### src/common/execute_pkg.sv
package execute_pkg;

  // width of a shift amount in bits
  localparam int XLEN_SHIFT = 5;

  typedef logic [31:0] word_t;
  typedef logic [4:0] reg_addr_t;

  ////////////////////////////////////////////////////////////////////////////
  // operation encodings

  typedef enum logic [3:0] {
    add, sub, and_op, or_op, xor_op, slt, sltu, sll, srl, sra
  } alu_op_t;

  typedef enum logic [2:0] {
    beq, bne, blt, bge, bltu, bgeu
  } branch_op_t;

  typedef enum logic [1:0] {
    div, divu, rem, remu
  } div_op_t;

  // slot 1 only ever carries nop or alu
  typedef enum logic [3:0] {
    nop, alu, lui, auipc, jal, jalr, branch, load, store, divide
  } slot_kind_t;

  typedef enum logic {
    run, divide_wait
  } stage_state_t;

  ////////////////////////////////////////////////////////////////////////////
  // instruction and result records

  typedef struct packed {
    slot_kind_t kind;
    alu_op_t alu_op;
    branch_op_t branch_op;
    div_op_t div_op;
    reg_addr_t rs1;
    reg_addr_t rs2;
    reg_addr_t rd;
    word_t imm;
    logic use_imm;
    word_t pc;
  } decoded_t;

  typedef struct packed {
    logic valid;
    reg_addr_t rd;
    logic wren;
    word_t wdata;
    word_t pc;
  } result_t;

  localparam decoded_t init_decoded = '{
    kind: nop, alu_op: add, branch_op: beq, div_op: div, rs1: '0, rs2: '0, rd: '0,
    imm: '0, use_imm: 1'b0, pc: '0
  };

  localparam result_t init_result = '{valid: 1'b0, rd: '0, wren: 1'b0, wdata: '0, pc: '0};

endpackage

### src/hdl/int_alu.sv
`timescale 1ns/100ps

module int_alu (
  input execute_pkg::alu_op_t alu_op,
  input execute_pkg::word_t a,
  input execute_pkg::word_t b,
  output execute_pkg::word_t result
);
  import execute_pkg::*;

  logic [XLEN_SHIFT-1:0] shamt;

  // shifts only look at the low bits of the second operand
  assign shamt = b[XLEN_SHIFT-1:0];

  always_comb begin
    case (alu_op)
      add: result = a + b;
      sub: result = a - b;
      and_op: result = a & b;
      or_op: result = a | b;
      xor_op: result = a ^ b;
      slt: result = {31'b0, $signed(a) < $signed(b)};
      sltu: result = {31'b0, a < b};
      sll: result = a << shamt;
      srl: result = a >> shamt;
      sra: result = $signed(a) >>> shamt;
      default: result = a + b;
    endcase
  end

endmodule

### config.mk
export PLATFORM = sky130hd
export DESIGN_NAME = int_alu
export DESIGN_NICKNAME = d
export VERILOG_FILES = /design/src/common/execute_pkg.sv /design/src/hdl/int_alu.sv
export SDC_FILE = /design/constraint.sdc
export NUM_CORES = 1
export LEC_CHECK = 0
export CAP_MARGIN = 20
export CORE_MARGIN = 5
export CORE_UTILIZATION = 40
export DETAILED_ROUTE_END_ITERATION = 8
export DONT_BUFFER_PORTS = 1
export GPL_TIMING_DRIVEN = 1
export PLACE_DENSITY_LB_ADDON = 0.3
export SLEW_MARGIN = 5
export SYNTH_ARGS = -nofsm -noshare
export SYNTH_HDL_FRONTEND = slang
export SYNTH_SLANG_ARGS = --single-unit
### constraint.sdc
create_clock -name vclk -period 4.3
set_input_delay 0 -clock vclk [all_inputs]
set_output_delay 0 -clock vclk [all_outputs]
set_load 0.005 [all_outputs]
# After elaboration in Yosys (flattened, before gate mapping)
# Cells that the tools add are included.
[totals]
mem_count = 0
romBits = 0
mem_bits_rw = 0
output_inout_bits = 32
register_bits = 0
latch_bits = 0
[op_classes]
reduce_logical = 0
n_lt_le_gt_ge = 2
add_sub_neg = 2
n_shift = 3
n_mux = 1
div = 0
mul = 0
n_eq_ne = 9
bitwise = 3
[ops]
columns = ["op", "n"]
rows = [
  ["32-bit case mux with 9 select lines", 1],
  ["32-bit less-than comparator", 2],
  ["32-bit adder", 1],
  ["32-bit bitwise AND", 1],
  ["32-bit bitwise OR", 1],
  ["32-bit by 5-bit left shift with 32-bit output", 1],
  ["32-bit by 5-bit >> shifter with 32-bit output", 1],
  ["32-bit by 5-bit >>> shifter with 32-bit output", 1],
  ["32-bit subtractor", 1],
  ["32-bit bitwise XOR", 1],
  ["4-bit by 3-bit equality test with 1-bit output (second input constant)", 4],
  ["4-bit by 2-bit equality test with 1-bit output (second input constant)", 2],
  ["4-bit equality test (second input constant)", 2],
  ["4-bit by 1-bit equality test with 1-bit output (second input constant)", 1],
]

# Logic depth before layout (Yosys ltp)
[logic_depth]
word_depth = 2
depth_mapped = 16
depth_no_buf = 12

# Worst setup path after synthesis
# OpenSTA, ideal clock, no wires.
[synth_path]
path_type = "in2out"
from = "input b[2]"
to = "output result[31]"
arrival_time_ns = 3.834
stages = 16
required_time_ns = 4.300
path_buffers = 5
slack_ns = 0.466
cell_sequence = "buf_2 > inv_1 > clkbuf_1 > clkbuf_1 > buf_1 > ha_1 > clkbuf_2 > nor2_1 > o41a_1 > a21oi_2 > a31oi_1 > o311a_1 > or4_4 > a211oi_2 > mux2i_1 > o211ai_1"
[synth_between]
elab_chain_cells = 2
elab_cells_between_ends = 6
classes_between = "add/sub: 2; shift: 3; mux: 1"
[synth_rtl]
columns = ["element", "line", "source"]
rows = [
  ["from (decl)", "int_alu.sv:6", "input execute_pkg::word_t b,"],
  ["32-bit adder, or another cell as far along", "int_alu.sv:18, int_alu.sv:28", ""],
  ["32-bit case mux with 9 select lines (*)", "int_alu.sv:17", "case (alu_op)"],
  ["to (decl)", "int_alu.sv:7", "output execute_pkg::word_t result"],
]
# Mark *: on every way between the ends. The rest lies on a longest branch, timed or not.

# Final worst setup path
[layout_path]
from = "input b[2]"
to = "output result[29]"
# Same word-level chain as after synthesis.

==> flow_summary.toml <==
[finish]
n_clock_buffer = 0
fillers = 2382
flops_and_latches = 0
seq_area_um2 = 0
drive_above_1_share_pct = 8.157
postLayoutCoreUtil_pct = 40.56
multi_input_area_um2 = 7973
diodes = 0
area_delta_synth_final_pct = 0.3856
layout.nets = 1395

[floorplan]
rows = 54
core_area_um2 = 21690
die_area_um2 = 24970
die_h_um = 158.0
start_util_pct = 40.40
ios = 100
die_w_um = 158.0

[sta]
finalHoldViolations = 0
setup_violations = 0
tightest_slew_ps = 920.5
final.setup.tns_ps = 0
slew-limit-headroom_pct = 38.60
period_needed_ps = 3323
rsz0062_at_grt = "no"
whs_ps = 135.3
slew_viol_final = 0
fmax_ghz = 0.3009
fin_crit_sh_pct = 77.28

[power]
pwr-share-seq_pct = 0
p_clk_share_pct = 0
comb_power_share_pct = 100.0
p_sw_share_pct = 62.31
p_switching_mw = 0.6913
vdd_drop_max_mv = 0.05930
p_per_area_nw_per_um2 = 126.1
power_leakage_nw = 3.742
p_int_mw = 0.4181

[drt]
drt_pass1_iterations = 5
wl_mm = 38.95
antenna_left = 0
drc = 0
wire_per_inst_um = 25.86
drtIter0Drc = 1255
vias_per_cell = 6.811
vias = 10260

[yosys]
synthCells = 1318
netlist_area_um2 = 8762
yosysTopAreaCell = "ha_1"
yosysWarnings = 0
yosysSeqAreaShare_pct = 0
ys_top_cells_by_count = "a21oi_1, nand2_1, nor2_1, o21ai_0, inv_1"
syn_area_per_cell_um2 = 6.648
synth.distinct_cells = 73
synthTopCellsByArea = "ha_1, mux2i_1, a21oi_1"
yosys.area.top_type_share_pct = 13.85
syn_nets = 1485

[cts]
cts_setup_buffers = 0
ctsResizeCount = 0
cts_hold_buf = 0

[worst_setup_path]
worstSetupStartpointType = "input port"
critPathKind = "in2out"
critPathMaxFanout = 66
end_kind = "primary output"
critical_path_required_ps = 4300
worstPathArrival_ps = 3320
startpoint = "b[2]"

[grt]
grt_max_degree = 95
grt_overflow_total = 0
grt_pass1_vias = 9519
grt_usage_pct = 29.76
grt_pass1_wl_mm = 58.37
grt_antenna_before_repair = 0

[place]
finalWeightedCongestion = 1.023
port_buffers = 0
hpwl_mm = 30.38

[run]
max_cap_viol_count = 0

[min_path]
min_from = "b[4]"
hold_path_class = "in2out"
hold_end = "result[7]"
hold_depth = 1

[outcome]
outcome = "complete, no violations"
==> worst max-delay path by stage <==
stage | slack (ps) | end
detailed placement | 1020 | result[29]
floorplan | 470 | result[31]
global placement | 1120 | result[29]
finish | 980 | result[29]
CTS | 1040 | result[29]
global route | 780 | result[29]
==> routing by layer <==
layer  GRT usage (%)  share of wire (%)  up-vias
met2           48.56                 45      609
met3           6.971                 11       99
met5               0                  0        -
met1           39.24                 40     4818
li1                -                  -     4731
met4           8.652                3.9        0
==> cell families after synthesis <==
family	count (synthesis)	synth area share [%]
AOI/OAI and AO/OA	492	37.31
xor gates and xnor gates	4	0.3999
adders and majority gates	99	14.31
buffers and inverters	206	9.182
muxes	128	18.83
and+or+nand+nor	389	19.96
==> worst max-delay path, cell delays in order <==
cell       delay [ps]
inv_1              60
buf_4             440
ha_1              310
nand2b_1          120
o2111ai_1         150
a31oi_1           450
a2111oi_0         190
nor2_1            370
a2111oi_0         250
a2111oi_0         560
mux2i_1           140
o221ai_1          280
==> area by class of cell <==
type	count	area share [%]
Inverter	102	4.353
Tap cell	280	3.983
Timing Repair Buffer	12	1.024
Multi-Input combinational cell	1112	90.64
==> stage by stage <==
stage / cells / setup WS (ps) / power (mW) / instance area (µm²)
final: 1506 / 977.1 / 1.109 / 8796
after global routing: 1506 / 775.3 / 1.200 / 8796
after CTS: 1506 / 1038 / 1.081 / 8796
after detailed placement: 1506 / 1016 / 1.074 / 8796
after global placement: 1506 / 1121 / 1.079 / 8796
after floorplan: 1318 / 466.5 / 0.8480 / 8762
==> power groups by stage <==
| stage | Sequential, mW | Combinational (mW) | Clock (mW) |
|---|---|---|---|
| 3_3_place_gp | 0 | 1.08 | 0 |
| 3_5_place_dp | 0 | 1.07 | 0 |
| 6_report | 0 | 1.11 | 0 |
| 4_1_cts | 0 | 1.08 | 0 |
| 2_1_floorplan | 0 | 0.848 | 0 |
| 5_1_grt | 0 | 1.20 | 0 |
==> layout by cell type, fill, tap and decap left out, types with 17 or more instances in the layout <==
cell type,count
nor2_1,127
nand2_1,127
a21oi_1,127
o21ai_0,103
inv_1,100
ha_1,97
mux2i_1,67
mux2_2,35
nand3_1,33
mux4_2,26
o211ai_1,23
a211oi_1,21
nor3_1,21
o22ai_1,20
nand2b_1,19
a31oi_1,19
a21o_1,18
a22oi_1,17
a221oi_1,17
Power figures use the tool's default switching activity.
