### src/common/execute_pkg.sv
package execute_pkg;

  // width of a shift amount in bits
  localparam int XLEN_SHIFT = 5;

  typedef logic [31:0] word_t;
  typedef logic [4:0] reg_addr_t;

  ////////////////////////////////////////////////////////////////////////////
  // operation encodings

  typedef enum logic [3:0] {
    add, sub, and_op, or_op, xor_op, slt, sltu, sll, srl, sra
  } alu_op_t;

  typedef enum logic [2:0] {
    beq, bne, blt, bge, bltu, bgeu
  } branch_op_t;

  typedef enum logic [1:0] {
    div, divu, rem, remu
  } div_op_t;

  // slot 1 only ever carries nop or alu
  typedef enum logic [3:0] {
    nop, alu, lui, auipc, jal, jalr, branch, load, store, divide
  } slot_kind_t;

  typedef enum logic {
    run, divide_wait
  } stage_state_t;

  ////////////////////////////////////////////////////////////////////////////
  // instruction and result records

  typedef struct packed {
    slot_kind_t kind;
    alu_op_t alu_op;
    branch_op_t branch_op;
    div_op_t div_op;
    reg_addr_t rs1;
    reg_addr_t rs2;
    reg_addr_t rd;
    word_t imm;
    logic use_imm;
    word_t pc;
  } decoded_t;

  typedef struct packed {
    logic valid;
    reg_addr_t rd;
    logic wren;
    word_t wdata;
    word_t pc;
  } result_t;

  localparam decoded_t init_decoded = '{
    kind: nop, alu_op: add, branch_op: beq, div_op: div, rs1: '0, rs2: '0, rd: '0,
    imm: '0, use_imm: 1'b0, pc: '0
  };

  localparam result_t init_result = '{valid: 1'b0, rd: '0, wren: 1'b0, wdata: '0, pc: '0};

endpackage

### src/hdl/register_file.sv
`timescale 1ns/100ps

module register_file (
  input logic clock,
  input logic reset,
  input execute_pkg::reg_addr_t raddr [4],
  input logic we0,
  input logic we1,
  input execute_pkg::reg_addr_t waddr0,
  input execute_pkg::reg_addr_t waddr1,
  input execute_pkg::word_t wdata0,
  input execute_pkg::word_t wdata1,
  output execute_pkg::word_t rdata [4]
);
  import execute_pkg::*;

  word_t regs [32];

  // slot 1 is written last so it wins on a shared destination
  always_ff @(posedge clock) begin
    if (reset == 1'b0) begin
      for (int i = 0; i < 32; i++) begin
        regs[i] <= '0;
      end
    end else begin
      if (we0 && waddr0 != '0) begin
        regs[waddr0] <= wdata0;
      end
      if (we1 && waddr1 != '0) begin
        regs[waddr1] <= wdata1;
      end
    end
  end

  always_comb begin
    for (int p = 0; p < 4; p++) begin
      rdata[p] = (raddr[p] == '0) ? '0 : regs[raddr[p]];
    end
  end

endmodule

### config.mk
export PLATFORM = sky130hd
export DESIGN_NAME = register_file
export DESIGN_NICKNAME = d
export VERILOG_FILES = /design/src/common/execute_pkg.sv /design/src/hdl/register_file.sv
export SDC_FILE = /design/constraint.sdc
export NUM_CORES = 2
export LEC_CHECK = 0
export BUFFER_PORTS_ARGS = -buffer_cell sky130_fd_sc_hd__buf_2
export CAP_MARGIN = 25
export CELL_PAD_IN_SITES_DETAIL_PLACEMENT = 1
export CELL_PAD_IN_SITES_GLOBAL_PLACEMENT = 2
export CORE_ASPECT_RATIO = 0.5
export CORE_UTILIZATION = 30
export DETAILED_ROUTE_END_ITERATION = 6
export GPL_TIMING_DRIVEN = 0
export HOLD_SLACK_MARGIN = 0.03
export PLACE_DENSITY_LB_ADDON = 0.2
export SYNTH_ARGS = -nofsm -noshare
export SYNTH_HDL_FRONTEND = slang
export SYNTH_SLANG_ARGS = --single-unit
### constraint.sdc
create_clock -name clock -period 4 [get_ports clock]
set_clock_uncertainty 0.15 [all_clocks]
set_input_delay 0.6 -clock clock [delete_from_list [all_inputs] [get_ports clock]]
set_output_delay 0.6 -clock clock [all_outputs]
set_load 0.03 [all_outputs]
After elaboration in Yosys (flattened, before gate mapping)
Memories as Yosys holds them, arrays and structs flattened. Cells that the tools add are included.

Reduce and logical (&&, ||, !) cells: 10. Mux-type cells: 17.

Operators with widths (count): two-way mux 32 bit (6); OR reduction 32 bit (2); zero test 5 bit (4); two-way mux 5 bit (2); nonzero test 5 bit (2); two-way mux 1 bit (9); logical AND 1 bit (2).

Bits in writable memories: 1024. Bits of input ports: 98. Word-level logic and storage cells: 28. Output and inout port bits: 128. Memories kept: 1. Bits in registers: 0.

Memories: regs (words 32, width 32, read ports 4, clocked after Yosys merged registers in 0, write ports 32, RTL line register_file.sv:17) `word_t regs [32];`.

Depth between registers and ports, before layout
Word-level depth: 7. Mapped depth: 7. Depth with buffers taken out: 4.

Worst setup path before layout
OpenSTA, ideal clock, no wires.

Path type: input port to output port. From: input port raddr[1] (netlist name). To: output port rdata[29] (netlist name). Setup slack: 682 ps. Data required time: 3250 ps. Buffers on the path: 3. Stages: 7. Arrival: 2568 ps. Cell sequence: buf_2 > buf_4 > nor2b_1 > clkbuf_1 > a221oi_1 > o21ai_0 > a311oi_1.

RTL lines: from (decl) (RTL line register_file.sv:6) `input execute_pkg::reg_addr_t raddr [4],`; to (decl) (RTL line register_file.sv:13) `output execute_pkg::word_t rdata [4]`.

==> impl_metrics.py <==
metrics = {
    "run_status": {
        "status": "finished, violations left",
        "violations": "setup timing",
    },
    "detailed_routing": {
        "ant_nets": 0,
        "drcViolationCount": 0,
        "finalWirelength_um": 519000,
        "dr.first_iter.drc_count": 12927,
        "viasPerCell": 7.38,
        "wire_per_inst_um": 56.4,
        "dr.pass1.iters": 6,
        "vias": 68004,
    },
    "global_route": {
        "grt_overflow": 0,
        "grt_pass1_wl_um": 658000,
        "grt_pass1_vias": 64424,
        "grt.total_usage": 0.401,
        "grt_max_degree": 24,
        "antenna_found_initial": 39,
    },
    "logic_synthesis": {
        "syn_area_per_cell_um2": 14.3,
        "synthesis.area_um2": 74700,
        "synthFlopType": "edfxtp_1",
        "ys_types": 45,
        "async_flop_share": 0,
        "synth_seq_cells": 1024,
        "yosysTopAreaCell": "edfxtp_1",
        "syn_inst": 5222,
        "netlist.area_leader.share": 0.411,
        "yosysWarnings": 0,
        "ys_seq_area_frac": 0.411,
        "synth_edf_count": 1024,
        "yosys-top-cells-area": "edfxtp_1 41%, mux4_2 27%, a22o_1 12%, mux2i_1 3.4%, clkbuf_1 2.7%",
    },
    "cts": {
        "cts_tree": "done",
        "cts_buffers": 114,
        "path_clk_slew_ns": 0.06,
        "clock-sinks": 1024,
        "cts_buffer_depth": 3,
        "htree_levels": 3,
        "cts-root-buf": "clkbuf_16",
        "cts_setup_buffers": 0,
    },
    "setup_path": {
        "crit_type": "in2out",
        "end_kind": "output port",
        "worstPathRequired_ns": 3.25,
        "startpoint_type": "primary input",
        "cp_max_fo": 10,
        "cp.arrival_ns": 3.44,
    },
    "min_path": {
        "min_from": "wdata0[18]",
        "hold_depth": 2,
        "worstHoldEndpoint": "regs[30][18]",
        "holdCritPathClass": "in2reg",
    },
    "sta": {
        "tns_ns": -9.54,
        "final-hold-violation-count": 0,
        "setup_slack_ns": -0.195,
        "slew_viol_final": 0,
        "tightest_slew_ns": 1.29,
        "period_needed_ns": 4.19,
        "setup_viol": 128,
        "finalCritPeriodShare": 1.05,
        "rsz0062_at_grt": "yes",
        "slew_headroom": 0.139,
        "fmax_mhz": 238,
    },
    "layout": {
        "nets": 5861,
        "layout-drive-gt1-share": 0.400,
        "largest_register_ffs": 1024,
        "fill_cells": 25170,
        "largestRegisters": "regs: 1024 flops",
        "final_cell_mix": "1,024 x edfxtp_1, 992 x a22o_1, 896 x mux4_2",
        "fin_area_um2": 90800,
        "top_register": "regs",
        "finish.utilization": 0.367,
        "mostFrequentLayoutCell": "edfxtp_1",
        "synthToLayoutAreaGrowth_pct": 21.5,
    },
    "power": {
        "comb_power_share": 0.258,
        "power_mw": 33.7,
        "leakage_nw": 29.9,
        "clkPwrFrac": 0.350,
        "switching_share": 0.346,
        "intPower_mw": 22.0,
        "power_density_nw_per_um2": 371,
        "seq_power_share": 0.392,
        "max-vdd-ir-drop_uv": 368,
        "p_switching_mw": 11.7,
    },
    "die": {
        "rows": 129,
        "io_pins": 226,
        "die_h_um": 355,
        "core_area_um2": 247000,
        "fp.dieArea_um2": 251000,
        "initial_core_util": 0.302,
        "dieWidth_um": 708,
    },
    "placed_design": {
        "io_buffers": 206,
        "gp_congestion": 1.06,
        "dp_hpwl_um": 410000,
        "placed_area_um2": 83100,
    },
    "flow_run": {
        "cap_violations": 0,
    },
}
-- worst max path at each step --
stage	start	cells past startpoint	to	slack (ns)
after floorplan	raddr[1]	7	rdata[29]	0.68
after global placement	raddr[5]	8	rdata[51]	-3.25
after detailed placement	raddr[7]	7	rdata[54]	-1.81
after CTS	raddr[16]	8	rdata[110]	-0.16
after global routing	reset	10	regs[11][8]	-0.03
final	raddr[15]	9	rdata[120]	-0.19
-- repair_timing --
action | in CTS | in global routing
pin swaps | 58 | 18
gates resized for setup | 783 | 68
endpoints found under the setup margin | 139 | 123
endpoints found under the hold margin | 1 | 0
hold buffers | 2 | 0
-- per-layer routing --
layer  track usage  part of all wire  vias to the layer above  wire, um
li1              -                 -                    23857         -
met2         0.554              0.40                     6014    208000
met3         0.145              0.13                     1196     68500
met1         0.536              0.39                    36913    204000
met5       0.00971            0.0010                        -       544
met4         0.242             0.074                       24     38400
-- through the flow --
step	cells	hold slack, ns	setup slack, ns
final	9217	0.0840	-0.195
after global routing	9202	0.0620	-0.0274
after floorplan	5253	0.652	0.682
after global placement	8799	0.810	-3.25
after CTS	9181	0.0619	-0.159
after detailed placement	8972	0.812	-1.81
-- final cells by class --
class	instances	area [um2]	area share
multi-input combinational	3421	43000	0.474
sequential	1024	30700	0.339
buffer	795	4610	0.0508
timing repair buffer	402	4300	0.0474
tap	3340	4180	0.0460
clock buffer	138	2960	0.0327
clock inverter	75	888	0.00979
antenna	17	42.5	0.000469
inverter	5	18.8	0.000207
-- power by group through the flow --
stage / Sequential, mW / Clock, mW / Combinational (mW)
2_1_floorplan: 13.1 / 0 / 4.13
3_3_place_gp: 13.4 / 0 / 7.37
3_5_place_dp: 13.4 / 0 / 7.76
4_1_cts: 13.2 / 11.7 / 8.33
5_1_grt: 13.3 / 12.0 / 8.63
6_report: 13.2 / 11.8 / 8.71
-- synthesized netlist by cell type (3+ instances only) --
cell type     n
edfxtp_1   1024
a22o_1      992
mux4_2      896
clkbuf_1    532
mux2i_1     256
buf_2       209
o21ai_0     205
nor2b_1     136
a211oi_1    128
a22oi_1     128
a311oi_1    128
mux2_2      128
nand2_1      96
a221oi_1     95
nor2_1       48
o2111ai_1    33
nand3b_1     28
buf_4        25
buf_6        22
o21ai_1      18
buf_1        14
nor2_2       12
nor3_4        8
a21oi_1       7
nor3b_4       7
inv_1         5
or4_1         5
and2_1        4
nand2b_1      4
or2_2         4
and3b_1       3
nor3b_1       3
or3b_1        3
-- worst max-delay path, stage by stage --
cell      delay, ns
clkbuf_4       0.26
inv_1          0.19
buf_6          0.24
buf_8          0.24
nor2_2         0.48
buf_8          0.25
a22oi_1        0.14
a311oi_2       0.62
buf_2          0.32
-- cells by family after synthesis --
family | count (synthesis) | synth area share
AND/OR/NAND/NOR | 375 | 0.0299
AO/OA/AOI/OAI | 1734 | 0.187
buffers and inverters | 808 | 0.0476
multiplexers | 1280 | 0.324
flip-flops | 1024 | 0.411
other | 1 | 0.0000502
(Power assumes the default switching activity.)
