<file path="config.mk">
export PLATFORM = sky130hd
export DESIGN_NAME = branch_agu
export DESIGN_NICKNAME = d
export VERILOG_FILES = /design/src/common/execute_pkg.sv /design/src/hdl/branch_agu.sv
export SDC_FILE = /design/constraint.sdc
export NUM_CORES = 1
export LEC_CHECK = 0
export BUFFER_PORTS_ARGS = -buffer_cell sky130_fd_sc_hd__buf_2
export CORE_MARGIN = 2
export CORE_UTILIZATION = 50
export DETAILED_ROUTE_END_ITERATION = 12
export GPL_TIMING_DRIVEN = 0
export PLACE_DENSITY = 0.85
export SYNTH_ARGS = -nofsm -noshare
export SYNTH_HDL_FRONTEND = slang
export SYNTH_SLANG_ARGS = --single-unit
</file>
<file path="constraint.sdc">
create_clock -name vclk -period 4
set_input_delay 0.4 -clock vclk [all_inputs]
set_output_delay 0.4 -clock vclk [all_outputs]
set_load 0.01 [all_outputs]
</file>
<file path="src/common/execute_pkg.sv">
package execute_pkg;

  // width of a shift amount in bits
  localparam int XLEN_SHIFT = 5;

  typedef logic [31:0] word_t;
  typedef logic [4:0] reg_addr_t;

  ////////////////////////////////////////////////////////////////////////////
  // operation encodings

  typedef enum logic [3:0] {
    add, sub, and_op, or_op, xor_op, slt, sltu, sll, srl, sra
  } alu_op_t;

  typedef enum logic [2:0] {
    beq, bne, blt, bge, bltu, bgeu
  } branch_op_t;

  typedef enum logic [1:0] {
    div, divu, rem, remu
  } div_op_t;

  // slot 1 only ever carries nop or alu
  typedef enum logic [3:0] {
    nop, alu, lui, auipc, jal, jalr, branch, load, store, divide
  } slot_kind_t;

  typedef enum logic {
    run, divide_wait
  } stage_state_t;

  ////////////////////////////////////////////////////////////////////////////
  // instruction and result records

  typedef struct packed {
    slot_kind_t kind;
    alu_op_t alu_op;
    branch_op_t branch_op;
    div_op_t div_op;
    reg_addr_t rs1;
    reg_addr_t rs2;
    reg_addr_t rd;
    word_t imm;
    logic use_imm;
    word_t pc;
  } decoded_t;

  typedef struct packed {
    logic valid;
    reg_addr_t rd;
    logic wren;
    word_t wdata;
    word_t pc;
  } result_t;

  localparam decoded_t init_decoded = '{
    kind: nop, alu_op: add, branch_op: beq, div_op: div, rs1: '0, rs2: '0, rd: '0,
    imm: '0, use_imm: 1'b0, pc: '0
  };

  localparam result_t init_result = '{valid: 1'b0, rd: '0, wren: 1'b0, wdata: '0, pc: '0};

endpackage

</file>
<file path="src/hdl/branch_agu.sv">
`timescale 1ns/100ps

module branch_agu (
  input execute_pkg::slot_kind_t kind,
  input execute_pkg::branch_op_t branch_op,
  input execute_pkg::word_t rs1_data,
  input execute_pkg::word_t rs2_data,
  input execute_pkg::word_t imm,
  input execute_pkg::word_t pc,
  output logic taken,
  output execute_pkg::word_t target,
  output execute_pkg::word_t address,
  output logic misaligned
);
  import execute_pkg::*;

  logic condition;
  word_t rs1_sum;
  word_t pc_sum;

  assign rs1_sum = rs1_data + imm;
  assign pc_sum = pc + imm;

  always_comb begin
    case (branch_op)
      beq: condition = rs1_data == rs2_data;
      bne: condition = rs1_data != rs2_data;
      blt: condition = $signed(rs1_data) < $signed(rs2_data);
      bge: condition = $signed(rs1_data) >= $signed(rs2_data);
      bltu: condition = rs1_data < rs2_data;
      bgeu: condition = rs1_data >= rs2_data;
      default: condition = 1'b0;
    endcase
  end

  always_comb begin
    taken = (kind == jal) || (kind == jalr) || (kind == branch && condition);
    target = (kind == jalr) ? {rs1_sum[31:1], 1'b0} : pc_sum;
    address = (kind == auipc) ? pc_sum : rs1_sum;
    // word accesses and jump targets both need 4-byte alignment
    misaligned = ((kind == load || kind == store) && address[1:0] != 2'b00) ||
                 (taken && target[1:0] != 2'b00);
  end

endmodule

</file>
## Word-level counts from Yosys, hierarchy flattened

Cells that the tools add are included.
W data, S select, Z words.

- $lt $le $gt $ge: 4
- Equality and inequality tests: 13
- Muxes and demuxes: 3
- Add/subtract/negate cells: 2
- Reductions and logical operators: 10

Operators by type and width:

| operator | number |
|---|---|
| $add A32 B32 Y32 | 2 |
| $ge A32 B32 Y1 | 2 |
| $lt A32 B32 Y1 | 2 |
| $mux W32 | 2 |
| $eq A32 B32 Y1 | 1 |
| $ne A32 B32 Y1 | 1 |
| $eq A4 B3 Y1 const B | 4 |
| $eq A3 B2 Y1 const B | 2 |
| $eq A3 B3 Y1 const B | 2 |
| $pmux W1 S6 | 1 |
| $eq A4 B2 Y1 const B | 1 |
| $eq A4 B4 Y1 const B | 1 |
| $logic_or A1 B1 Y1 | 4 |
| $reduce_bool A2 Y1 | 2 |
| $eq A3 B1 Y1 const B | 1 |
| $logic_and A1 B1 Y1 | 3 |
| $logic_not A3 Y1 | 1 |

- Flip-flop bits (word level): 0
- Output and inout port bits: 66

## Logic depth before layout (Yosys ltp)

- Word-level depth: 6
- Depth in mapped cells: 11
- Mapped depth without buffers: 11

## Worst setup path before layout

No wires, ideal clock.

- Path kind: input port to output port
- Start point: in rs1_data[0]
- End point: out address[16]
- Setup slack: 0.906 ns
- Cell stages on the path: 11
- Arrival: 2.694 ns
- Path buffers: 0
- Required time: 3.600 ns
- Cells stage by stage: ha_1 fa_1 a21oi_1 o21ai_1 a211o_1 a21o_1 a41o_1 a21o_1 a31oi_1 xor2_1 mux2i_1

- Word-level cells in the longest chain between the ends: 2

RTL lines:

| element | RTL line | text |
|---|---|---|
| start, declared | branch_agu.sv:6 | `input execute_pkg::word_t rs1_data,` |
| $add A32 B32 Y32 | branch_agu.sv:21 | `assign rs1_sum = rs1_data + imm;` |
| $mux W32 | branch_agu.sv:39 | `address = (kind == auipc) ? pc_sum : rs1_sum;` |
| end, declared | branch_agu.sv:12 | `output execute_pkg::word_t address,` |

No other way between the ends.

## Worst setup path after layout

- Start point: in imm[0]
- End point: out address[28]

- Word-level cells in the longest chain between the ends: 2
- Elaborated cells between the ends (all ways): 3
- Classes of those cells: add/sub: 2; mux: 1

RTL lines:

| element | RTL line | text |
|---|---|---|
| start, declared | branch_agu.sv:8 | `input execute_pkg::word_t imm,` |
| $add A32 B32 Y32 (on tied branches) | branch_agu.sv:21, branch_agu.sv:22 |  |
| $mux W32 (*) | branch_agu.sv:39 |  |

Every way passes the cells marked *; elsewhere a longest branch is shown, timed or not.

==> flow_metrics.tcl <==
set metrics [dict create \
    num_vias 6029 \
    crit_path_cell_trace "buf_2 > ha_1 > fa_1 > a21oi_1 > o21bai_1 > nor3_1 > o21ai_1 > o311ai_2 > a21boi_1 > o41ai_2 > xor2_1 > mux2i_1 > buf_2" \
    design.portCount 201 \
    post_dp_cell_area_sq_um 5960 \
    p_leak_nw 3.14 \
    nFlopsAndLatches 0 \
    hp-start "imm[31]" \
    grt_antenna_before_repair 0 \
    yosys_warnings 0 \
    core_area_sq_um 9280 \
    drive_above_1_share_pct 24.6 \
    arrival_ps 3300 \
    critPathMaxStageDelay_ps 440 \
    row_count 35 \
    holdPathEnd "address[31]" \
    synth_common_cells "ha_1 (94), nand2_1 (89), a21oi_1 (63)" \
    ff_latch_area_sq_um 0 \
    synth_top_area_share_pct 24.5 \
    avgSynthCellArea_sq_um 6.86 \
    dp_hpwl_microns 14400 \
    gp_congestion 0.977 \
    post_cts_buffers 0 \
    die_w_microns 102 \
    synth_most_common_cell "ha_1" \
    initial_core_util_pct 51.6 \
    cp_num_buf_inv 2 \
    drt_iter0_markers 368 \
    ctsResizeCount 0 \
    finalHoldViolations 0 \
    synth.yosys.seq_area_share_pct 0 \
    layout_min_cycle_time_ps 3700 \
    ctsHoldBuffers 0 \
    slowest_stage "fa_1" \
    synth_top_area_cell "ha_1" \
    syn_area_sq_um 4790 \
    cp_max_fo 4 \
    first_global_vias 5596 \
    cp-end-kind "output port" \
    power_density_nw_per_um2 186 \
    setup_viol 0 \
    min_path_type "in2out" \
    path_common_cell "buf_2" \
    die_area_sq_um 10400 \
    ys_types 66 \
    maxSlewHeadroom_pct 33.0 \
    synthTopCellsByArea "ha_1 (25%), nand2_1 (7.0%), a21oi_1 (6.6%), o21ai_0 (6.4%), xnor2_1 (5.5%)" \
    maxCapViolCount 0 \
    overflow 0 \
    grt_pass1_wl_microns 25700 \
    totalWireLength_microns 16800 \
    wl_per_cell_microns 16.4 \
    drt_first_pass_iters 5 \
    drv_slew 0 \
    grt_use_total_pct 30.7 \
    path_class "in2out" \
    port-buffer-count 200 \
    ir_worst_vdd_uv 114 \
    nets 1132 \
    fp.dieH_microns 102 \
    fin_crit_sh_pct 92.5 \
    crit_required_ps 3600 \
    ant_nets 0 \
    synth_nets 930 \
    crit_family "compound AO/OA/AOI/OAI gates" \
    hold_depth 3 \
    fmax_ghz 0.270 \
    n_clock_buffer 0 \
    start_kind "input pin" \
    grt_max_degree 11 \
    drc_errors 0 \
    rsz0062_at_grt "no" \
    outcome "finished clean" \
    tightest_slew_ps 1010 \
    design_area_sq_um 5960 \
    finalSetupTns_ps 0 \
    n_antenna_cell 0 \
    netlist_instances 699 \
    via_per_inst 5.86 \
    syn_to_final_growth_pct 24.2 \
]
[layout make-up]
class	count	area, sq um
repair buffers	200	1000
inverters	47	176
well taps	129	161
plain buffers	14	60.1
multi-input cells	638	4560
fillers	936	3330
[cells in the final DEF, fill, tap and decap left out, drive strengths merged, types with 4 or more instances in the layout]
cell type  synthesis  layout
a211oi            10      10
a21boi             5       5
a21o              32      32
a21oi             64      64
a31oi              9       9
and2               6       6
buf                1     201
clkbuf            13      13
ha                94      94
inv               47      47
mux2               4       4
mux2i             17      17
nand2             89      89
nand2b            10      10
nand3             15      15
nand4             13      13
nor2              37      37
nor2b             10      10
nor3              14      14
o211ai             5       5
o21a               6       6
o21ai             69      69
o21bai            13      13
o311ai             4       4
o31ai              4       4
or2                4       4
or3                5       5
xnor2             30      30
xor2              27      27
[power by group]
| group | total, mW | internal (mW) | switching (mW) |
|---|---|---|---|
| logic | 1.11 | 0.475 | 0.636 |
| clock network | 0 | 0 | 0 |
| registers | 0 | 0 | 0 |
[metrics by stage]
stage               utilization [%]  std cells  hold slack (ps)  total power, mW  setup WS, ps
finish                         64.2       1028             1150             1.11           299
detailed placement             64.2       1028             1140             1.09           316
floorplan                         -        699              888            0.719           906
global placement               64.2       1028             1130             1.08           421
CTS                            64.2       1028             1150             1.10           316
global route                   64.2       1028             1180             1.22           142
[worst max-delay path by stage]
stage | startpoint | to | slack, ps | depth (start not counted)
2_1_floorplan | rs1_data[0] | address[16] | 910 | 11
3_3_place_gp | imm[0] | target[28] | 420 | 13
3_5_place_dp | imm[0] | address[28] | 320 | 13
4_1_cts | imm[0] | address[28] | 320 | 13
5_1_grt | imm[0] | address[28] | 140 | 13
6_report | imm[0] | address[28] | 300 | 13
[routing by layer]
| metal | track usage [%] | vias to the layer above | wire (microns) |
|---|---|---|---|
| met5 | 0 | - | 0 |
| met4 | 11.6 | 0 | 629 |
| met3 | 0.889 | 42 | 1180 |
| met2 | 55.7 | 285 | 7990 |
| met1 | 38.7 | 2703 | 7010 |
| li1 | - | 2999 | - |
[logic make-up (layout without fill, tap and decap cells)]
family / Yosys count / count (layout) / share of synthesized area, %
compound gates: 246 / 246 / 33.2
buf+inv: 61 / 261 / 4.93
xor+xnor: 57 / 57 / 10.4
simple gates: 218 / 218 / 21.6
fa+ha+maj: 96 / 96 / 25.4
mux: 21 / 21 / 4.49
Note: power is estimated with default switching activity, not from simulation.
