### src/common/execute_pkg.sv
package execute_pkg;

  // width of a shift amount in bits
  localparam int XLEN_SHIFT = 5;

  typedef logic [31:0] word_t;
  typedef logic [4:0] reg_addr_t;

  ////////////////////////////////////////////////////////////////////////////
  // operation encodings

  typedef enum logic [3:0] {
    add, sub, and_op, or_op, xor_op, slt, sltu, sll, srl, sra
  } alu_op_t;

  typedef enum logic [2:0] {
    beq, bne, blt, bge, bltu, bgeu
  } branch_op_t;

  typedef enum logic [1:0] {
    div, divu, rem, remu
  } div_op_t;

  // slot 1 only ever carries nop or alu
  typedef enum logic [3:0] {
    nop, alu, lui, auipc, jal, jalr, branch, load, store, divide
  } slot_kind_t;

  typedef enum logic {
    run, divide_wait
  } stage_state_t;

  ////////////////////////////////////////////////////////////////////////////
  // instruction and result records

  typedef struct packed {
    slot_kind_t kind;
    alu_op_t alu_op;
    branch_op_t branch_op;
    div_op_t div_op;
    reg_addr_t rs1;
    reg_addr_t rs2;
    reg_addr_t rd;
    word_t imm;
    logic use_imm;
    word_t pc;
  } decoded_t;

  typedef struct packed {
    logic valid;
    reg_addr_t rd;
    logic wren;
    word_t wdata;
    word_t pc;
  } result_t;

  localparam decoded_t init_decoded = '{
    kind: nop, alu_op: add, branch_op: beq, div_op: div, rs1: '0, rs2: '0, rd: '0,
    imm: '0, use_imm: 1'b0, pc: '0
  };

  localparam result_t init_result = '{valid: 1'b0, rd: '0, wren: 1'b0, wdata: '0, pc: '0};

endpackage

### src/hdl/serial_divider.sv
`timescale 1ns/100ps

module serial_divider #(
  parameter int DIV_RADIX_BITS = 1
) (
  input logic clock,
  input logic reset,
  input logic start,
  input execute_pkg::div_op_t div_op,
  input execute_pkg::word_t dividend,
  input execute_pkg::word_t divisor,
  output logic ready,
  output execute_pkg::word_t quotient_or_rem
);
  import execute_pkg::*;

  localparam int STEPS = 32 / DIV_RADIX_BITS;

  logic busy;
  logic [5:0] count;
  word_t rem_q;
  word_t quo_q;
  word_t div_mag;
  logic want_rem;
  logic neg_quo;
  logic neg_rem;
  word_t rem_next;
  word_t quo_next;
  logic is_signed;
  logic dividend_neg;
  logic divisor_neg;

  assign is_signed = (div_op == div) || (div_op == rem);
  assign dividend_neg = is_signed && dividend[31];
  assign divisor_neg = is_signed && divisor[31];
  assign ready = !busy;

  // one cycle runs DIV_RADIX_BITS restoring steps
  // the quotient register doubles as the dividend shifter
  always_comb begin
    logic [32:0] shifted;
    logic [33:0] diff;
    rem_next = rem_q;
    quo_next = quo_q;
    for (int i = 0; i < DIV_RADIX_BITS; i++) begin
      shifted = {rem_next, quo_next[31]};
      diff = {1'b0, shifted} - {2'b00, div_mag};
      quo_next = {quo_next[30:0], ~diff[33]};
      rem_next = diff[33] ? shifted[31:0] : diff[31:0];
    end
  end

  always_ff @(posedge clock) begin
    if (reset == 1'b0) begin
      busy <= 1'b0;
      count <= '0;
    end else if (start) begin
      busy <= 1'b1;
      count <= 6'(STEPS);
    end else if (busy) begin
      busy <= (count != 6'd1);
      count <= count - 6'd1;
    end
  end

  always_ff @(posedge clock) begin
    if (start) begin
      rem_q <= '0;
      quo_q <= dividend_neg ? -dividend : dividend;
      div_mag <= divisor_neg ? -divisor : divisor;
      want_rem <= (div_op == rem) || (div_op == remu);
      // a zero divisor keeps the all-ones quotient whatever the signs
      neg_quo <= (dividend_neg ^ divisor_neg) && (divisor != '0);
      neg_rem <= dividend_neg;
    end else if (busy) begin
      rem_q <= rem_next;
      quo_q <= quo_next;
    end
  end

  always_comb begin
    if (want_rem) begin
      quotient_or_rem = neg_rem ? -rem_q : rem_q;
    end else begin
      quotient_or_rem = neg_quo ? -quo_q : quo_q;
    end
  end

  start_idle_check: assert property (@(posedge clock) disable iff (reset == 1'b0)
    start |-> !busy);

  ready_reset_check: assert property (@(posedge clock) $rose(reset) |-> ready);

endmodule
### config.mk
export PLATFORM = sky130hd
export DESIGN_NAME = serial_divider
export DESIGN_NICKNAME = d
export VERILOG_FILES = /design/src/common/execute_pkg.sv /design/src/hdl/serial_divider.sv
export SDC_FILE = /design/constraint.sdc
export NUM_CORES = 1
export LEC_CHECK = 0
export BUFFER_PORTS_ARGS = -buffer_cell sky130_fd_sc_hd__buf_2
export CAP_MARGIN = 20
export CORE_AREA = 2 2 173 175
export CTS_CLUSTER_SIZE = 28
export DETAILED_ROUTE_END_ITERATION = 10
export DIE_AREA = 0 0 175 177
export GPL_ROUTABILITY_DRIVEN = 1
export GPL_TIMING_DRIVEN = 0
export PLACE_DENSITY = 0.56
export SLEW_MARGIN = 20
export SYNTH_ARGS = -nofsm -noshare
export SYNTH_HDL_FRONTEND = slang
export SYNTH_SLANG_ARGS = --single-unit
export TNS_END_PERCENT = 1
### constraint.sdc
create_clock -name clock -period 7.95 [get_ports clock]
set_input_delay 1.59 -clock clock [delete_from_list [all_inputs] [get_ports clock]]
set_output_delay 1.59 -clock clock [all_outputs]
set_load 0.02 [all_outputs]
**Yosys cells after proc, flatten, opt, wreduce, memory -nomap -nowiden**

Cells that the tools add are included.

- Flip-flop bits (word level): 106
- Bits of input ports: 69
- Output and inout bits: 33
- Logic and storage cells: 43

- Add/sub/neg operators: 6
- Equality and inequality tests: 3
- Muxes and demuxes: 12
- Bitwise operators: 3
- Reduce and logical (&&, ||, !) cells: 10

Operators by type and width:

| cell | number |
|---|---|
| two-way mux 32 bit | 8 |
| negator 32 bit | 4 |
| subtractor 33 x 32 -> 34 bit | 1 |
| nonzero test 32 bit | 1 |
| two-way mux 6 bit | 2 |
| inequality test 6 x 1 -> 1 bit, second input constant | 1 |
| subtractor 6 x 1 -> 6 bit, second input constant | 1 |
| equality test 2 bit, second input constant | 2 |
| logical AND 1 bit | 3 |
| zero test 2 bit | 1 |
| logical OR 1 bit | 2 |
| two-way mux 1 bit | 2 |
| inverter 1 bit | 2 |
| nonzero test 2 bit | 1 |
| OR reduction 2 bit | 1 |
| zero test 1 bit | 1 |
| XOR 1 bit | 1 |

**Depth between registers and ports, before layout**

- Depth after elaboration: 5
- Gate-level depth with buffers: 12
- Mapped depth without buffers: 12

**Worst setup path before layout**

OpenSTA, ideal clock, no wires.

- Kind: register -> output
- From: register rem_q[10]
- To: output port quotient_or_rem[29]
- Arrival: 3.056 ns
- Required time: 6.360 ns
- Path slack: 3.304 ns
- Stages on the path, launching flop included: 9
- Buffers on the path: 0
- Cells stage by stage: dfxtp_1 -> or4_4 -> or3_1 -> or3_4 -> or4_4 -> or3_4 -> o31ai_2 -> xor2_1 -> mux2i_1

- Word-level cells in the longest chain between the ends: 3

RTL lines:

| element | RTL line | source |
|---|---|---|
| from (decl) | serial_divider.sv:21 | `word_t rem_q;` |
| from (signal assigned) | serial_divider.sv:76 | `rem_q <= rem_next;` |
| negator 32 bit | serial_divider.sv:83 | `quotient_or_rem = neg_rem ? -rem_q : rem_q;` |
| two-way mux 32 bit | serial_divider.sv:83 |  |
| two-way mux 32 bit | serial_divider.sv:82 | `if (want_rem) begin` |
| to (decl) | serial_divider.sv:13 | `output execute_pkg::word_t quotient_or_rem` |

Every way passes these cells.

**Final worst setup path**

Ends and elaborated chain as after synthesis.

==> metrics.cfg <==
[logic_synthesis]
syn-mean-instance-area_um2 = 8.358
syn_nets = 1137
synth_top_family_by_area = compound AO/OA/AOI/OAI gates
netlist_instances = 1029
yosys_warnings = 0
synth_adder_area_share = 0.05761
syn_area_um2 = 8601
synth-simple-area-share = 0.1786
ys_seq_area_frac = 0.3247
synth_cell_types = 59
async_flop_share = 0
synth-seq-cells = 106
ys.flop_type = edfxtp_1
synth_edf_count = 67
synthMuxAreaShare = 0.03637
synth-xor-area-share = 0.1527
synth_compound_area_frac = 0.2070

[routing]
vias = 7883
routed_via_density = 5.136
drc = 0
ant_nets = 0
firstDrtPassIters = 6
drt-initial-drc-count = 673
avgRoutedWirePerCell_um = 17.07
wl_um = 26200

[die]
rows = 63
die_h_um = 177
initial_core_util = 0.2941
die_area_um2 = 30980
ios = 102
die-width_um = 175
coreArea_um2 = 29240

[setup_path]
cp_max_fo = 8
critical_path_required_ns = 6.36
cp_cell_sequence = or4_4, or3_1, or3_4, or4_4, or3_4, o31ai_2, xor2_1, mux2i_1, buf_2
crit_slowest_cell = or4_4
critical_path_class = flop to output port
cpPeakStageDelay_ns = 0.58
cp-end-kind = output port
startpoint_type = flop
crit_arrival_ns = 3.77

[final_layout]
syn_to_final_growth_pct = 14.63
antennaDiodeCount = 0
layout-drive-gt1-share = 0.1162
fillCellCount = 3094
final_common_cell = nor2_1
finalNonFillerCells = 1535
nNetsFinal = 1248
final_area_um2 = 9859
final_cell_mix = nor2_1, buf_2, a21oi_1

[sta]
tightest_slew_ns = 0.8366
finalCritPeriodShare = 0.6748
layout_min_cycle_time_ns = 5.365
fin_setup_tns_ns = 0
skew_ns = 0.01086
slew_headroom = 0.4422
fmax_mhz = 186.4
slew_viol_final = 0
hold_viol_final = 0
finalSetupViolCount = 0
rsz0062_at_grt = false
hold_ws_ns = 0.4939
setup_ws_ns = 2.585

[clock_tree]
cts_tree = yes
cts_buffer_depth = 2
clkSlewWorstSetupHoldPaths_ns = 0.08
cts_max_level = 3
cts_setup_buffers = 0
cts_sinks = 106
cts_root_buf = clkbuf_16
clk_latency_ns = 0.36
cts_made_buffers = 9
hold_buffers = 0
cts_resized = 0

[job]
maxCapViolations = 0

[global_route]
grt_overflow = 0
grt_pass1_vias = 7234
grt_pass1_wl_um = 40250
grt_max_degree = 37
grt_antenna_before_repair = 0
grtUsageTotal = 0.1663

[hold_path]
worstHoldPathType = flop to flop

[status]
status = finished, final reports clean

[place]
placed_area_um2 = 9589
hpwl_um = 21110
dp_cells = 1519
port_buffers = 100
pre_cts_ws_ns = 2.990
place.gp.congestion = 0.8903

[pwr]
p_per_area_nw_per_um2 = 179.6
p_leak_nw = 3.932
ir_drop_mv = 0.1064

where the power goes:
group | internal (mW) | total, mW | switching, mW | leakage (nW)
registers | 0.647 | 0.706 | 0.0590 | 0.976
clock network | 0.214 | 0.439 | 0.225 | 0.127
logic | 0.238 | 0.626 | 0.388 | 2.83
critical path: cells and delay by family, from the launching register on:
kind / cells / cell delay (ns)
AOI/OAI and AO/OA: 1 / 0.20
xor gates and xnor gates: 1 / 0.28
and+or+nand+nor: 5 / 2.14
DFF: 1 / 0.42
buffers and inverters: 1 / 0.20
muxes: 1 / 0.17
stage by stage:
stage	utilization	total power [mW]
after floorplan	-	1.130
after global placement	0.3279	1.336
after detailed placement	0.3279	1.341
after CTS	0.3371	1.776
after global routing	0.3371	1.866
final	0.3371	1.771
area by class of cell:
cell class	count	area (um2)	area share
clock buffers	10	229.0	0.02322
well taps	390	488.0	0.04949
multi-input cells	825	5439	0.5516
repair buffers	100	500.5	0.05076
flip-flops and latches	106	2793	0.2832
plain buffers	44	166.4	0.01688
clock inverters	6	41.29	0.004188
inverters	54	202.7	0.02056
sequential cells by signal, indices dropped and copies added, names as in the netlist:
register and cells:
div_mag 32, quo_q 32, want_rem 1, busy 1
neg_rem 1, neg_quo 1, rem_q 32, count 6
routing by layer:
| layer | GRT usage | vias up | share of wire |
|---|---|---|---|
| met1 | 0.2256 | 3757 | 0.47 |
| met2 | 0.2691 | 153 | 0.47 |
| li1 | - | 3939 | - |
| met4 | 0.05799 | 0 | 0.026 |
| met3 | 0.02599 | 34 | 0.036 |
| met5 | 0 | - | 0 |
cells in the mapped netlist (3+ instances only):
library cell,instances,area [um2]
o311ai_0,4,35.03
a31oi_1,9,56.30
a21oi_1,95,475.5
a211oi_1,22,165.2
and2_1,3,18.77
and3_1,7,43.79
o21ai_0,50,250.2
nor2_1,108,405.4
buf_1,6,22.52
o31ai_1,36,270.3
a32oi_1,6,52.55
nand3_1,19,95.09
nor3b_1,3,22.52
or4_1,9,67.56
nand2b_1,11,68.82
xor2_1,79,691.9
inv_1,53,198.9
ha_1,38,475.5
a21o_1,10,75.07
or2_2,4,25.02
o41ai_1,11,96.34
edfxtp_1,67,2012
o21ai_1,5,25.02
xnor2_1,71,621.9
nor4_1,11,68.82
o211ai_1,5,37.54
o22ai_1,3,18.77
nor2b_1,4,25.02
o21a_1,8,60.06
dfxtp_1,39,780.8
or3_1,16,100.1
nor3_1,23,115.1
mux2i_1,29,290.3
clkbuf_1,37,138.9
nand4_1,3,18.77
nand2_1,90,337.8
and4_1,4,35.03
cells by family (layout without fill, tap and decap cells):
logic type | Yosys count | after routing
XOR/XNOR | 150 | 150
adder cells (fa/ha/maj) | 39 | 39
AND/OR/NAND/NOR | 324 | 324
flip-flops | 106 | 106
multiplexers | 31 | 31
AO/OA/AOI/OAI | 281 | 281
buffers and inverters | 98 | 214
worst paths after layout:
| kind | from | to | slack [ns] | cells past startpoint |
|---|---|---|---|---|
| max | rem_q[10]$_SDFFE_PP0P_ | quotient_or_rem[29] | 2.59 | 9 |
| min | count[0]$_SDFFE_PP0P_ | count[0]$_SDFFE_PP0P_ | 0.49 | 2 |
| max reg2reg | rem_q[21]$_SDFFE_PP0P_ | rem_q[19]$_SDFFE_PP0P_ | 4.19 | 11 |
| min reg2reg | count[0]$_SDFFE_PP0P_ | count[0]$_SDFFE_PP0P_ | 0.49 | 2 |
Note: power is estimated with default switching activity, not from simulation.
