<file path="config.mk">
export PLATFORM = sky130hd
export DESIGN_NAME = operand_bypass_flat
export DESIGN_NICKNAME = d
export VERILOG_FILES = /design/src/common/execute_pkg.sv /design/src/common/forward_if.sv /design/src/execute/operand_bypass.sv /design/src/flat_wrapper.sv
export SDC_FILE = /design/constraint.sdc
export NUM_CORES = 1
export LEC_CHECK = 0
export BUFFER_PORTS_ARGS = -buffer_cell sky130_fd_sc_hd__buf_2
export CAP_MARGIN = 20
export CORE_AREA = 8 8 103 105
export DETAILED_ROUTE_END_ITERATION = 8
export DIE_AREA = 0 0 111 113
export PLACE_DENSITY = 0.66
export SYNTH_ARGS = -nofsm -noshare
export SYNTH_HDL_FRONTEND = slang
export SYNTH_SLANG_ARGS = --single-unit
</file>
<file path="constraint.sdc">
create_clock -name vclk -period 2.14
set_input_delay 0.107 -clock vclk [all_inputs]
set_output_delay 0.107 -clock vclk [all_outputs]
set_load 0.01 [all_outputs]
</file>
<file path="src/common/execute_pkg.sv">
package execute_pkg;

  // width of a shift amount in bits
  localparam int XLEN_SHIFT = 5;

  typedef logic [31:0] word_t;
  typedef logic [4:0] reg_addr_t;

  ////////////////////////////////////////////////////////////////////////////
  // operation encodings

  typedef enum logic [3:0] {
    add, sub, and_op, or_op, xor_op, slt, sltu, sll, srl, sra
  } alu_op_t;

  typedef enum logic [2:0] {
    beq, bne, blt, bge, bltu, bgeu
  } branch_op_t;

  typedef enum logic [1:0] {
    div, divu, rem, remu
  } div_op_t;

  // slot 1 only ever carries nop or alu
  typedef enum logic [3:0] {
    nop, alu, lui, auipc, jal, jalr, branch, load, store, divide
  } slot_kind_t;

  typedef enum logic {
    run, divide_wait
  } stage_state_t;

  ////////////////////////////////////////////////////////////////////////////
  // instruction and result records

  typedef struct packed {
    slot_kind_t kind;
    alu_op_t alu_op;
    branch_op_t branch_op;
    div_op_t div_op;
    reg_addr_t rs1;
    reg_addr_t rs2;
    reg_addr_t rd;
    word_t imm;
    logic use_imm;
    word_t pc;
  } decoded_t;

  typedef struct packed {
    logic valid;
    reg_addr_t rd;
    logic wren;
    word_t wdata;
    word_t pc;
  } result_t;

  localparam decoded_t init_decoded = '{
    kind: nop, alu_op: add, branch_op: beq, div_op: div, rs1: '0, rs2: '0, rd: '0,
    imm: '0, use_imm: 1'b0, pc: '0
  };

  localparam result_t init_result = '{valid: 1'b0, rd: '0, wren: 1'b0, wdata: '0, pc: '0};

endpackage

</file>
<file path="src/common/forward_if.sv">
`timescale 1ns/100ps

interface forward_if;
  import execute_pkg::*;

  logic rden1;
  logic rden2;
  reg_addr_t raddr1;
  reg_addr_t raddr2;
  word_t rfdata1;
  word_t rfdata2;
  word_t data1;
  word_t data2;

  modport stage (
    output rden1, rden2, raddr1, raddr2,
    input data1, data2
  );

  modport bypass (
    input rden1, rden2, raddr1, raddr2, rfdata1, rfdata2,
    output data1, data2
  );

endinterface

</file>
<file path="src/execute/operand_bypass.sv">
`timescale 1ns/100ps

module operand_bypass (
  forward_if.bypass fwd,
  input execute_pkg::result_t q0,
  input execute_pkg::result_t q1
);
  import execute_pkg::*;

  // the newer record is checked first, so q1 shadows q0
  function automatic word_t pick(input logic rden, input reg_addr_t addr,
                                 input word_t rfdata, input result_t older,
                                 input result_t newer);
    word_t data;
    data = rfdata;
    if (!rden || addr == '0) begin
      data = '0;
    end else if (newer.valid && newer.wren && newer.rd == addr) begin
      data = newer.wdata;
    end else if (older.valid && older.wren && older.rd == addr) begin
      data = older.wdata;
    end
    return data;
  endfunction

  assign fwd.data1 = pick(fwd.rden1, fwd.raddr1, fwd.rfdata1, q0, q1);
  assign fwd.data2 = pick(fwd.rden2, fwd.raddr2, fwd.rfdata2, q0, q1);

endmodule

</file>
<file path="src/flat_wrapper.sv">
// flat-port wrapper written by rule: the top's interface ports become plain ports
module operand_bypass_flat import execute_pkg::*;
  (q0, q1, fwd_rden1, fwd_rden2, fwd_raddr1, fwd_raddr2, fwd_rfdata1, fwd_rfdata2, fwd_data1, fwd_data2);
  forward_if fwd_i ();
  input execute_pkg::result_t q0;
  input execute_pkg::result_t q1;
  input wire logic [$bits(fwd_i.rden1)-1:0] fwd_rden1;
  input wire logic [$bits(fwd_i.rden2)-1:0] fwd_rden2;
  input wire logic [$bits(fwd_i.raddr1)-1:0] fwd_raddr1;
  input wire logic [$bits(fwd_i.raddr2)-1:0] fwd_raddr2;
  input wire logic [$bits(fwd_i.rfdata1)-1:0] fwd_rfdata1;
  input wire logic [$bits(fwd_i.rfdata2)-1:0] fwd_rfdata2;
  output wire logic [$bits(fwd_i.data1)-1:0] fwd_data1;
  output wire logic [$bits(fwd_i.data2)-1:0] fwd_data2;
  assign fwd_i.rden1 = fwd_rden1;
  assign fwd_i.rden2 = fwd_rden2;
  assign fwd_i.raddr1 = fwd_raddr1;
  assign fwd_i.raddr2 = fwd_raddr2;
  assign fwd_i.rfdata1 = fwd_rfdata1;
  assign fwd_i.rfdata2 = fwd_rfdata2;
  assign fwd_data1 = fwd_i.data1;
  assign fwd_data2 = fwd_i.data2;
  operand_bypass u_core (.fwd(fwd_i), .q0(q0), .q1(q1));
endmodule
</file>
# == Word level (Yosys, flattened, before mapping) ==
# Index checks and enable logic that the tools add are counted.
# op_classes
n_reduce_logical,12
eq_ne,4
n_mux,6
# ops
cell,n
$mux W32,6
$eq A5 B5 Y1,4
$logic_not A5 Y1,2
$logic_and A1 B1 Y1,6
$logic_not A1 Y1,2
$logic_or A1 B1 Y1,2
# word_totals
out_inout_bits,64
elab_cells,22
reg_bits,0
input_bits,218

# == Depth between registers and ports, before layout ==
# Gate-level depths: netlist (run 1).
# depth
ltp_word,5
ltp_mapped,6
mapped_depth_nobuf,4

# == Least setup slack after synthesis (run 1) ==
# Ideal clock, no wire load.
# synth_path
path_kind,input to output
startpoint,input fwd_raddr1[1]
endpoint,output fwd_data1[30]
slack_ns,0.886
arrival_ns,1.147
path_buffers,1
cell_stages,5
required_ns,2.033
cell_sequence,or4_1 > o21a_4 > buf_6 > o31ai_1 > a31oi_1
# synth_via
elab_chain_len,5
elab_cells_between_ends,9
# synth_lines
element,line,source
"start, declared",flat_wrapper.sv:9,input wire logic [$bits(fwd_i.raddr1)-1:0] fwd_raddr1;
$eq A5 B5 Y1,operand_bypass.sv:20,end else if (older.valid && older.wren && older.rd == addr) begin
$logic_and A1 B1 Y1,operand_bypass.sv:20,
$mux W32,operand_bypass.sv:20,
$mux W32,operand_bypass.sv:18,end else if (newer.valid && newer.wren && newer.rd == addr) begin
$mux W32 *,operand_bypass.sv:16,if (!rden || addr == '0) begin
"end, declared",flat_wrapper.sv:13,output wire logic [$bits(fwd_i.data1)-1:0] fwd_data1;
# Every way passes the cells marked *; elsewhere a longest branch is shown, timed or not.

# == Worst setup path in the final report (run 1) ==
# layout_path
startpoint,input q1[67] (netlist name)
endpoint,output fwd_data1[31]
# layout_via
elab_chain_len,4
# layout_lines
element,line,source
"start, declared",flat_wrapper.sv:6,input execute_pkg::result_t q1;
$eq A5 B5 Y1,operand_bypass.sv:18,
$logic_and A1 B1 Y1,operand_bypass.sv:18,
$mux W32,operand_bypass.sv:18,
$mux W32,operand_bypass.sv:16,
# Every way passes these cells.

==> results of run 1 <==
[synthesized netlist by cell type]
cell,instances
a31oi_1,4
a31oi_2,60
and4_1,2
buf_2,14
buf_6,14
clkbuf_1,24
clkbuf_2,1
nand2_1,1
nand3_1,67
nand4_1,4
nor2_1,1
nor2b_1,1
o21a_4,2
o21ai_0,64
o31ai_1,64
or2_1,3
or4_1,2
xnor2_1,19
xor2_1,1
[cell families (layout without fill, tap and decap cells)]
family	Yosys count	in the layout	share of synthesized area (%)
xor gates and xnor gates	20	20	6.92
AOI/OAI and AO/OA	194	194	63.5
buffers and inverters	53	240	12.8
and+or+nand+nor	81	81	16.8
[tightest hold or removal path: stages]
cell,delay (ns)
buf_2,0.09
o21ai_0,0.06
a31oi_1,0.07
buf_2,0.13
[where the power goes]
group          internal [µW]  total [µW]  switching, µW
logic                    295         708            413
registers                  0           0              0
clock network              0           0              0
total                    295         708            413
[routing by layer]
| metal | vias to the layer above | part of all wire [%] | GRT usage, % |
|---|---|---|---|
| li1 | 1778 | - | - |
| met1 | 1806 | 40 | 24.0 |
| met2 | 285 | 48 | 36.6 |
| met3 | 27 | 11 | 6.14 |
| met4 | 2 | 1.8 | 5.23 |
| met5 | - | 0.056 | 0 |
[cell type report]
cell class | count | area [µm²] | area share (%)
timing repair buffer | 240 | 1280 | 35.3
multi-input combinational | 295 | 2210 | 60.9
tap | 111 | 139 | 3.82
[how the worst min path moves through the flow]
stage | endpoint | cells after the start
finish | fwd_data2[30] | 4
floorplan | fwd_data1[30] | 2
CTS | fwd_data2[30] | 4
detailed placement | fwd_data2[30] | 4
global placement | fwd_data2[30] | 4
global route | fwd_data2[30] | 4
[per-stage QoR]
stage	util [%]	instances	setup slack (ns)	total power [µW]
floorplan	-	348	0.886	374
global placement	40.5	646	0.373	697
detailed placement	40.5	646	0.353	706
finish	40.5	646	0.344	708
global route	40.5	646	0.274	764
CTS	40.5	646	0.351	709
[placed cells by master (no fill, tap or decap), drive strengths merged]
| cell | n |
|---|---|
| or4 | 2 |
| a31oi | 64 |
| nand4 | 4 |
| o21ai | 64 |
| o31ai | 64 |
| nand3 | 67 |
| or2 | 3 |
| buf | 240 |
| nand2 | 1 |
| and4 | 2 |
| nor2 | 1 |
| nor2b | 1 |
| xor2 | 1 |
| o21a | 2 |
| xnor2 | 19 |
==> results.sh, run 1 <==
export IMPL_synth_area_um2=2530
export IMPL_ys_warn_count=0
export IMPL_wl_um=14200
export IMPL_cts_setup_buffers=0
export IMPL_critPathCapture="fwd_data1[31]"
export IMPL_place_area_um2=3630
export IMPL_io_pins=282
export IMPL_drc=0
export IMPL_worstSetupEndpointType="primary output"
export IMPL_maxCapViolCount=0
export IMPL_synth_area_per_cell_um2=7.27
export IMPL_num_antenna_cells=0
export IMPL_max_freq_mhz=557
export IMPL_cts_resized=0
export IMPL_crit_family="simple AND/OR/NAND/NOR gates"
export IMPL_gp_congestion=0.878
export IMPL_critical_path_depth=7
export IMPL_via_per_inst=6.03
export IMPL_design_area_um2=3630
export IMPL_worstMarginPinSlew_ns=0.444
export IMPL_worstPathCellList="buf_2 > xnor2_1 > nand4_1 > or2_2 > buf_4 > a31oi_1 > buf_2"
export IMPL_drv_slew=0
export IMPL_fp_dieArea_um2=12500
export IMPL_nFillCells=938
export IMPL_ant_nets=0
export IMPL_die_x_um=111
export IMPL_slew_headroom_pct=70.2
export IMPL_seq_area_frac_synth_pct=0
export IMPL_syn_inst=348
export IMPL_critPathMaxFanout=10
export IMPL_p_per_area_nw_per_um2=195
export IMPL_dpl_hpwl_um=11200
export IMPL_setup_viol=0
export IMPL_vias=3898
export IMPL_peakVddDrop_mv=0.117
export IMPL_die_h_um=113
export IMPL_synth_distinct_cells=19
export IMPL_grt_setup_unrepaired="no"
export IMPL_grt_use_total_pct=20.8
export IMPL_io_buffer_count=218
export IMPL_hold_ws_ns=0.572
export IMPL_routedWlPerCell_um=22.0
export IMPL_drt_iter0_markers=290
export IMPL_dr_pass1_iters=5
export IMPL_synth_area_leaders="a31oi_2, o31ai_1, nand3_1"
export IMPL_cp_num_buf_inv=3
export IMPL_synth_top_cell_area_share_pct=29.7
export IMPL_critPathRequiredTime_ns=2.03
export IMPL_grt_max_degree=33
export IMPL_grt_pass1_wl_um=22200
export IMPL_tns_ns=0
export IMPL_regArea_um2=0
export IMPL_cp_arrival_ns=1.69
export IMPL_nClkBuffers=0
export IMPL_min_period_ns=1.80
export IMPL_cp_slowest_stage_delay_ns=0.49
export IMPL_yosysTopAreaCell="a31oi_2"
export IMPL_hp_start="fwd_rfdata2[30]"
export IMPL_initial_core_util_pct=28.2
export IMPL_seq_cells=0
export IMPL_nets=755
export IMPL_p_leak_uw=0.00137
export IMPL_area_growth_pct=43.6
export IMPL_crit_path_start_kind="primary input"
export IMPL_synth_fp_nets=566
export IMPL_hold_class="primary input to primary output"
export IMPL_antenna_found_initial=1
export IMPL_drive_above_1_share_pct=57.2
export IMPL_hold_viol=0
export IMPL_cp_startpoint="q1[67]"
export IMPL_crit_type="primary input to primary output"
export IMPL_crit_top_cell="buf_2"
export IMPL_num_rows=35
export IMPL_status="complete, no violations"
export IMPL_grt_ovfl_total=0
export IMPL_grt_pass1_vias=4236
export IMPL_cp_slowest_cell="or2_2"
export IMPL_min_period_over_period_pct=83.9
export IMPL_core_um2=8980
export IMPL_ctsHoldBuffers=0
No activity file was read; power rests on OpenSTA's default activity.
==> run 2, diff against run 1 <==
- CORE_AREA: 8 8 103 105 -> 8 8 104 106
- DIE_AREA: 0 0 111 113 -> 0 0 112 114
- PLACE_DENSITY: 0.66 -> 0.65
- clock period: 2.14 -> 1.8 ns (I/O delays scaled with it)
==> run 2 against run 1 <==
  * Via count up 0.49%
  * Final cell count up 0.77%
  * Sequential share of layout area unchanged
  * Worst hold slack worse by 0.035 ns
  * First-iteration DRC count up 25%
  * Clock-buffer cell count unchanged
  * Non-clock buffer count up 5
  * Flip-flop and latch count unchanged
  * Combinational power up 21%
  * Critical path type unchanged
==> results.sh, run 2 (synthesis results as in run 1) <==
export IMPL_status="complete, no violations"
export IMPL_via_per_inst=6.02
export IMPL_dpl_hpwl_um=11400
export IMPL_crit_type="primary input to primary output"
export IMPL_cts_resized=0
export IMPL_worstPathCellList="buf_2 > xnor2_1 > nand4_1 > or2_2 > buf_4 > a31oi_2 > buf_2"
export IMPL_worstMarginPinSlew_ns=0.441
export IMPL_crit_top_cell="buf_2"
export IMPL_drt_iter0_markers=363
export IMPL_cp_arrival_ns=1.56
export IMPL_crit_family="simple AND/OR/NAND/NOR gates"
export IMPL_drc=0
export IMPL_hold_class="primary input to primary output"
export IMPL_regArea_um2=0
export IMPL_seq_cells=0
export IMPL_setup_viol=0
export IMPL_design_area_um2=3680
export IMPL_worstSetupEndpointType="primary output"
export IMPL_nets=760
export IMPL_critPathMaxFanout=21
export IMPL_crit_path_start_kind="primary input"
export IMPL_routed_wl_met3_um=1650
export IMPL_met1_length_um=5510
export IMPL_num_rows=35
export IMPL_max_freq_mhz=606
export IMPL_cts_setup_buffers=0
export IMPL_finalPower_uw=854
export IMPL_grt_use_total_pct=20.3
export IMPL_grt_pass1_vias=4050
export IMPL_drv_slew=0
export IMPL_cp_slowest_stage_delay_ns=0.35
export IMPL_grt_setup_unrepaired="no"
export IMPL_io_pins=282
export IMPL_place_area_um2=3680
export IMPL_gp_congestion=0.991
export IMPL_p_per_area_nw_per_um2=232
export IMPL_vias=3917
export IMPL_layout_commonest_cell="buf_2"
export IMPL_whs_path_depth=4
export IMPL_wl_um=14300
export IMPL_antenna_found_initial=1
export IMPL_io_buffer_count=218
export IMPL_area_growth_pct=45.5
export IMPL_fp_dieArea_um2=12800
export IMPL_drive_above_1_share_pct=57.6
export IMPL_tns_ns=0
export IMPL_multi_input_area_um2=2210
export IMPL_routedWlPerCell_um=22.0
export IMPL_dr_pass1_iters=5
export IMPL_core_um2=9110
export IMPL_initial_core_util_pct=27.8
export IMPL_die_x_um=112
export IMPL_critical_path_depth=7
export IMPL_min_period_over_period_pct=91.7
export IMPL_slew_headroom_pct=70.4
export IMPL_hold_viol=0
export IMPL_nClkBuffers=0
export IMPL_nFillCells=968
export IMPL_grt_max_degree=33
export IMPL_num_antenna_cells=0
export IMPL_peakVddDrop_mv=0.186
export IMPL_ctsHoldBuffers=0
export IMPL_critPathRequiredTime_ns=1.71
export IMPL_cp_num_buf_inv=3
export IMPL_final_core_util_pct=40.4
export IMPL_final_cell_mix="buf_2, nand3_1, o21ai_0, o31ai_1, a31oi_2"
export IMPL_p_leak_uw=0.00139
export IMPL_grt_ovfl_total=0
export IMPL_maxCapViolCount=0
export IMPL_die_h_um=114
export IMPL_hold_ws_ns=0.536
export IMPL_grt_pass1_wl_um=21300
export IMPL_dr_wl_met2_um=6910
export IMPL_ant_nets=0
export IMPL_min_period_ns=1.65
export IMPL_cp_slowest_cell="or2_2"
export IMPL_top_layer="met5"
[run 2: per-layer routing]
metal | GRT usage (%) | vias to the layer above
met3 | 6.66 | 30
met2 | 36.3 | 260
met1 | 22.9 | 1832
met4 | 4.59 | 2
li1 | - | 1793
met5 | 0 | -
[run 2: path summary, 6_finish.rpt]
kind / start / to / slack (ns)
setup / recovery: q1[67] / fwd_data1[11] / 0.15
hold / removal: fwd_rfdata2[30] / fwd_data2[30] / 0.54
[run 2: power by group]
part	switching (µW)	total, µW	internal [µW]
clock	0	0	0
combinational	489	854	364
sequential	0	0	0
[run 2: layout make-up]
class,count,share of cell area (%)
Multi-Input combinational cell,295,60.1
Tap cell,111,3.77
Timing Repair Buffer,245,36.2
[run 2: per-stage QoR]
| step | worst slack, ns | instances |
|---|---|---|
| finish | 0.149 | 651 |
| global placement | 0.173 | 651 |
| global route | 0.0429 | 651 |
| floorplan | 0.580 | 348 |
| detailed placement | 0.123 | 651 |
| CTS | 0.123 | 651 |
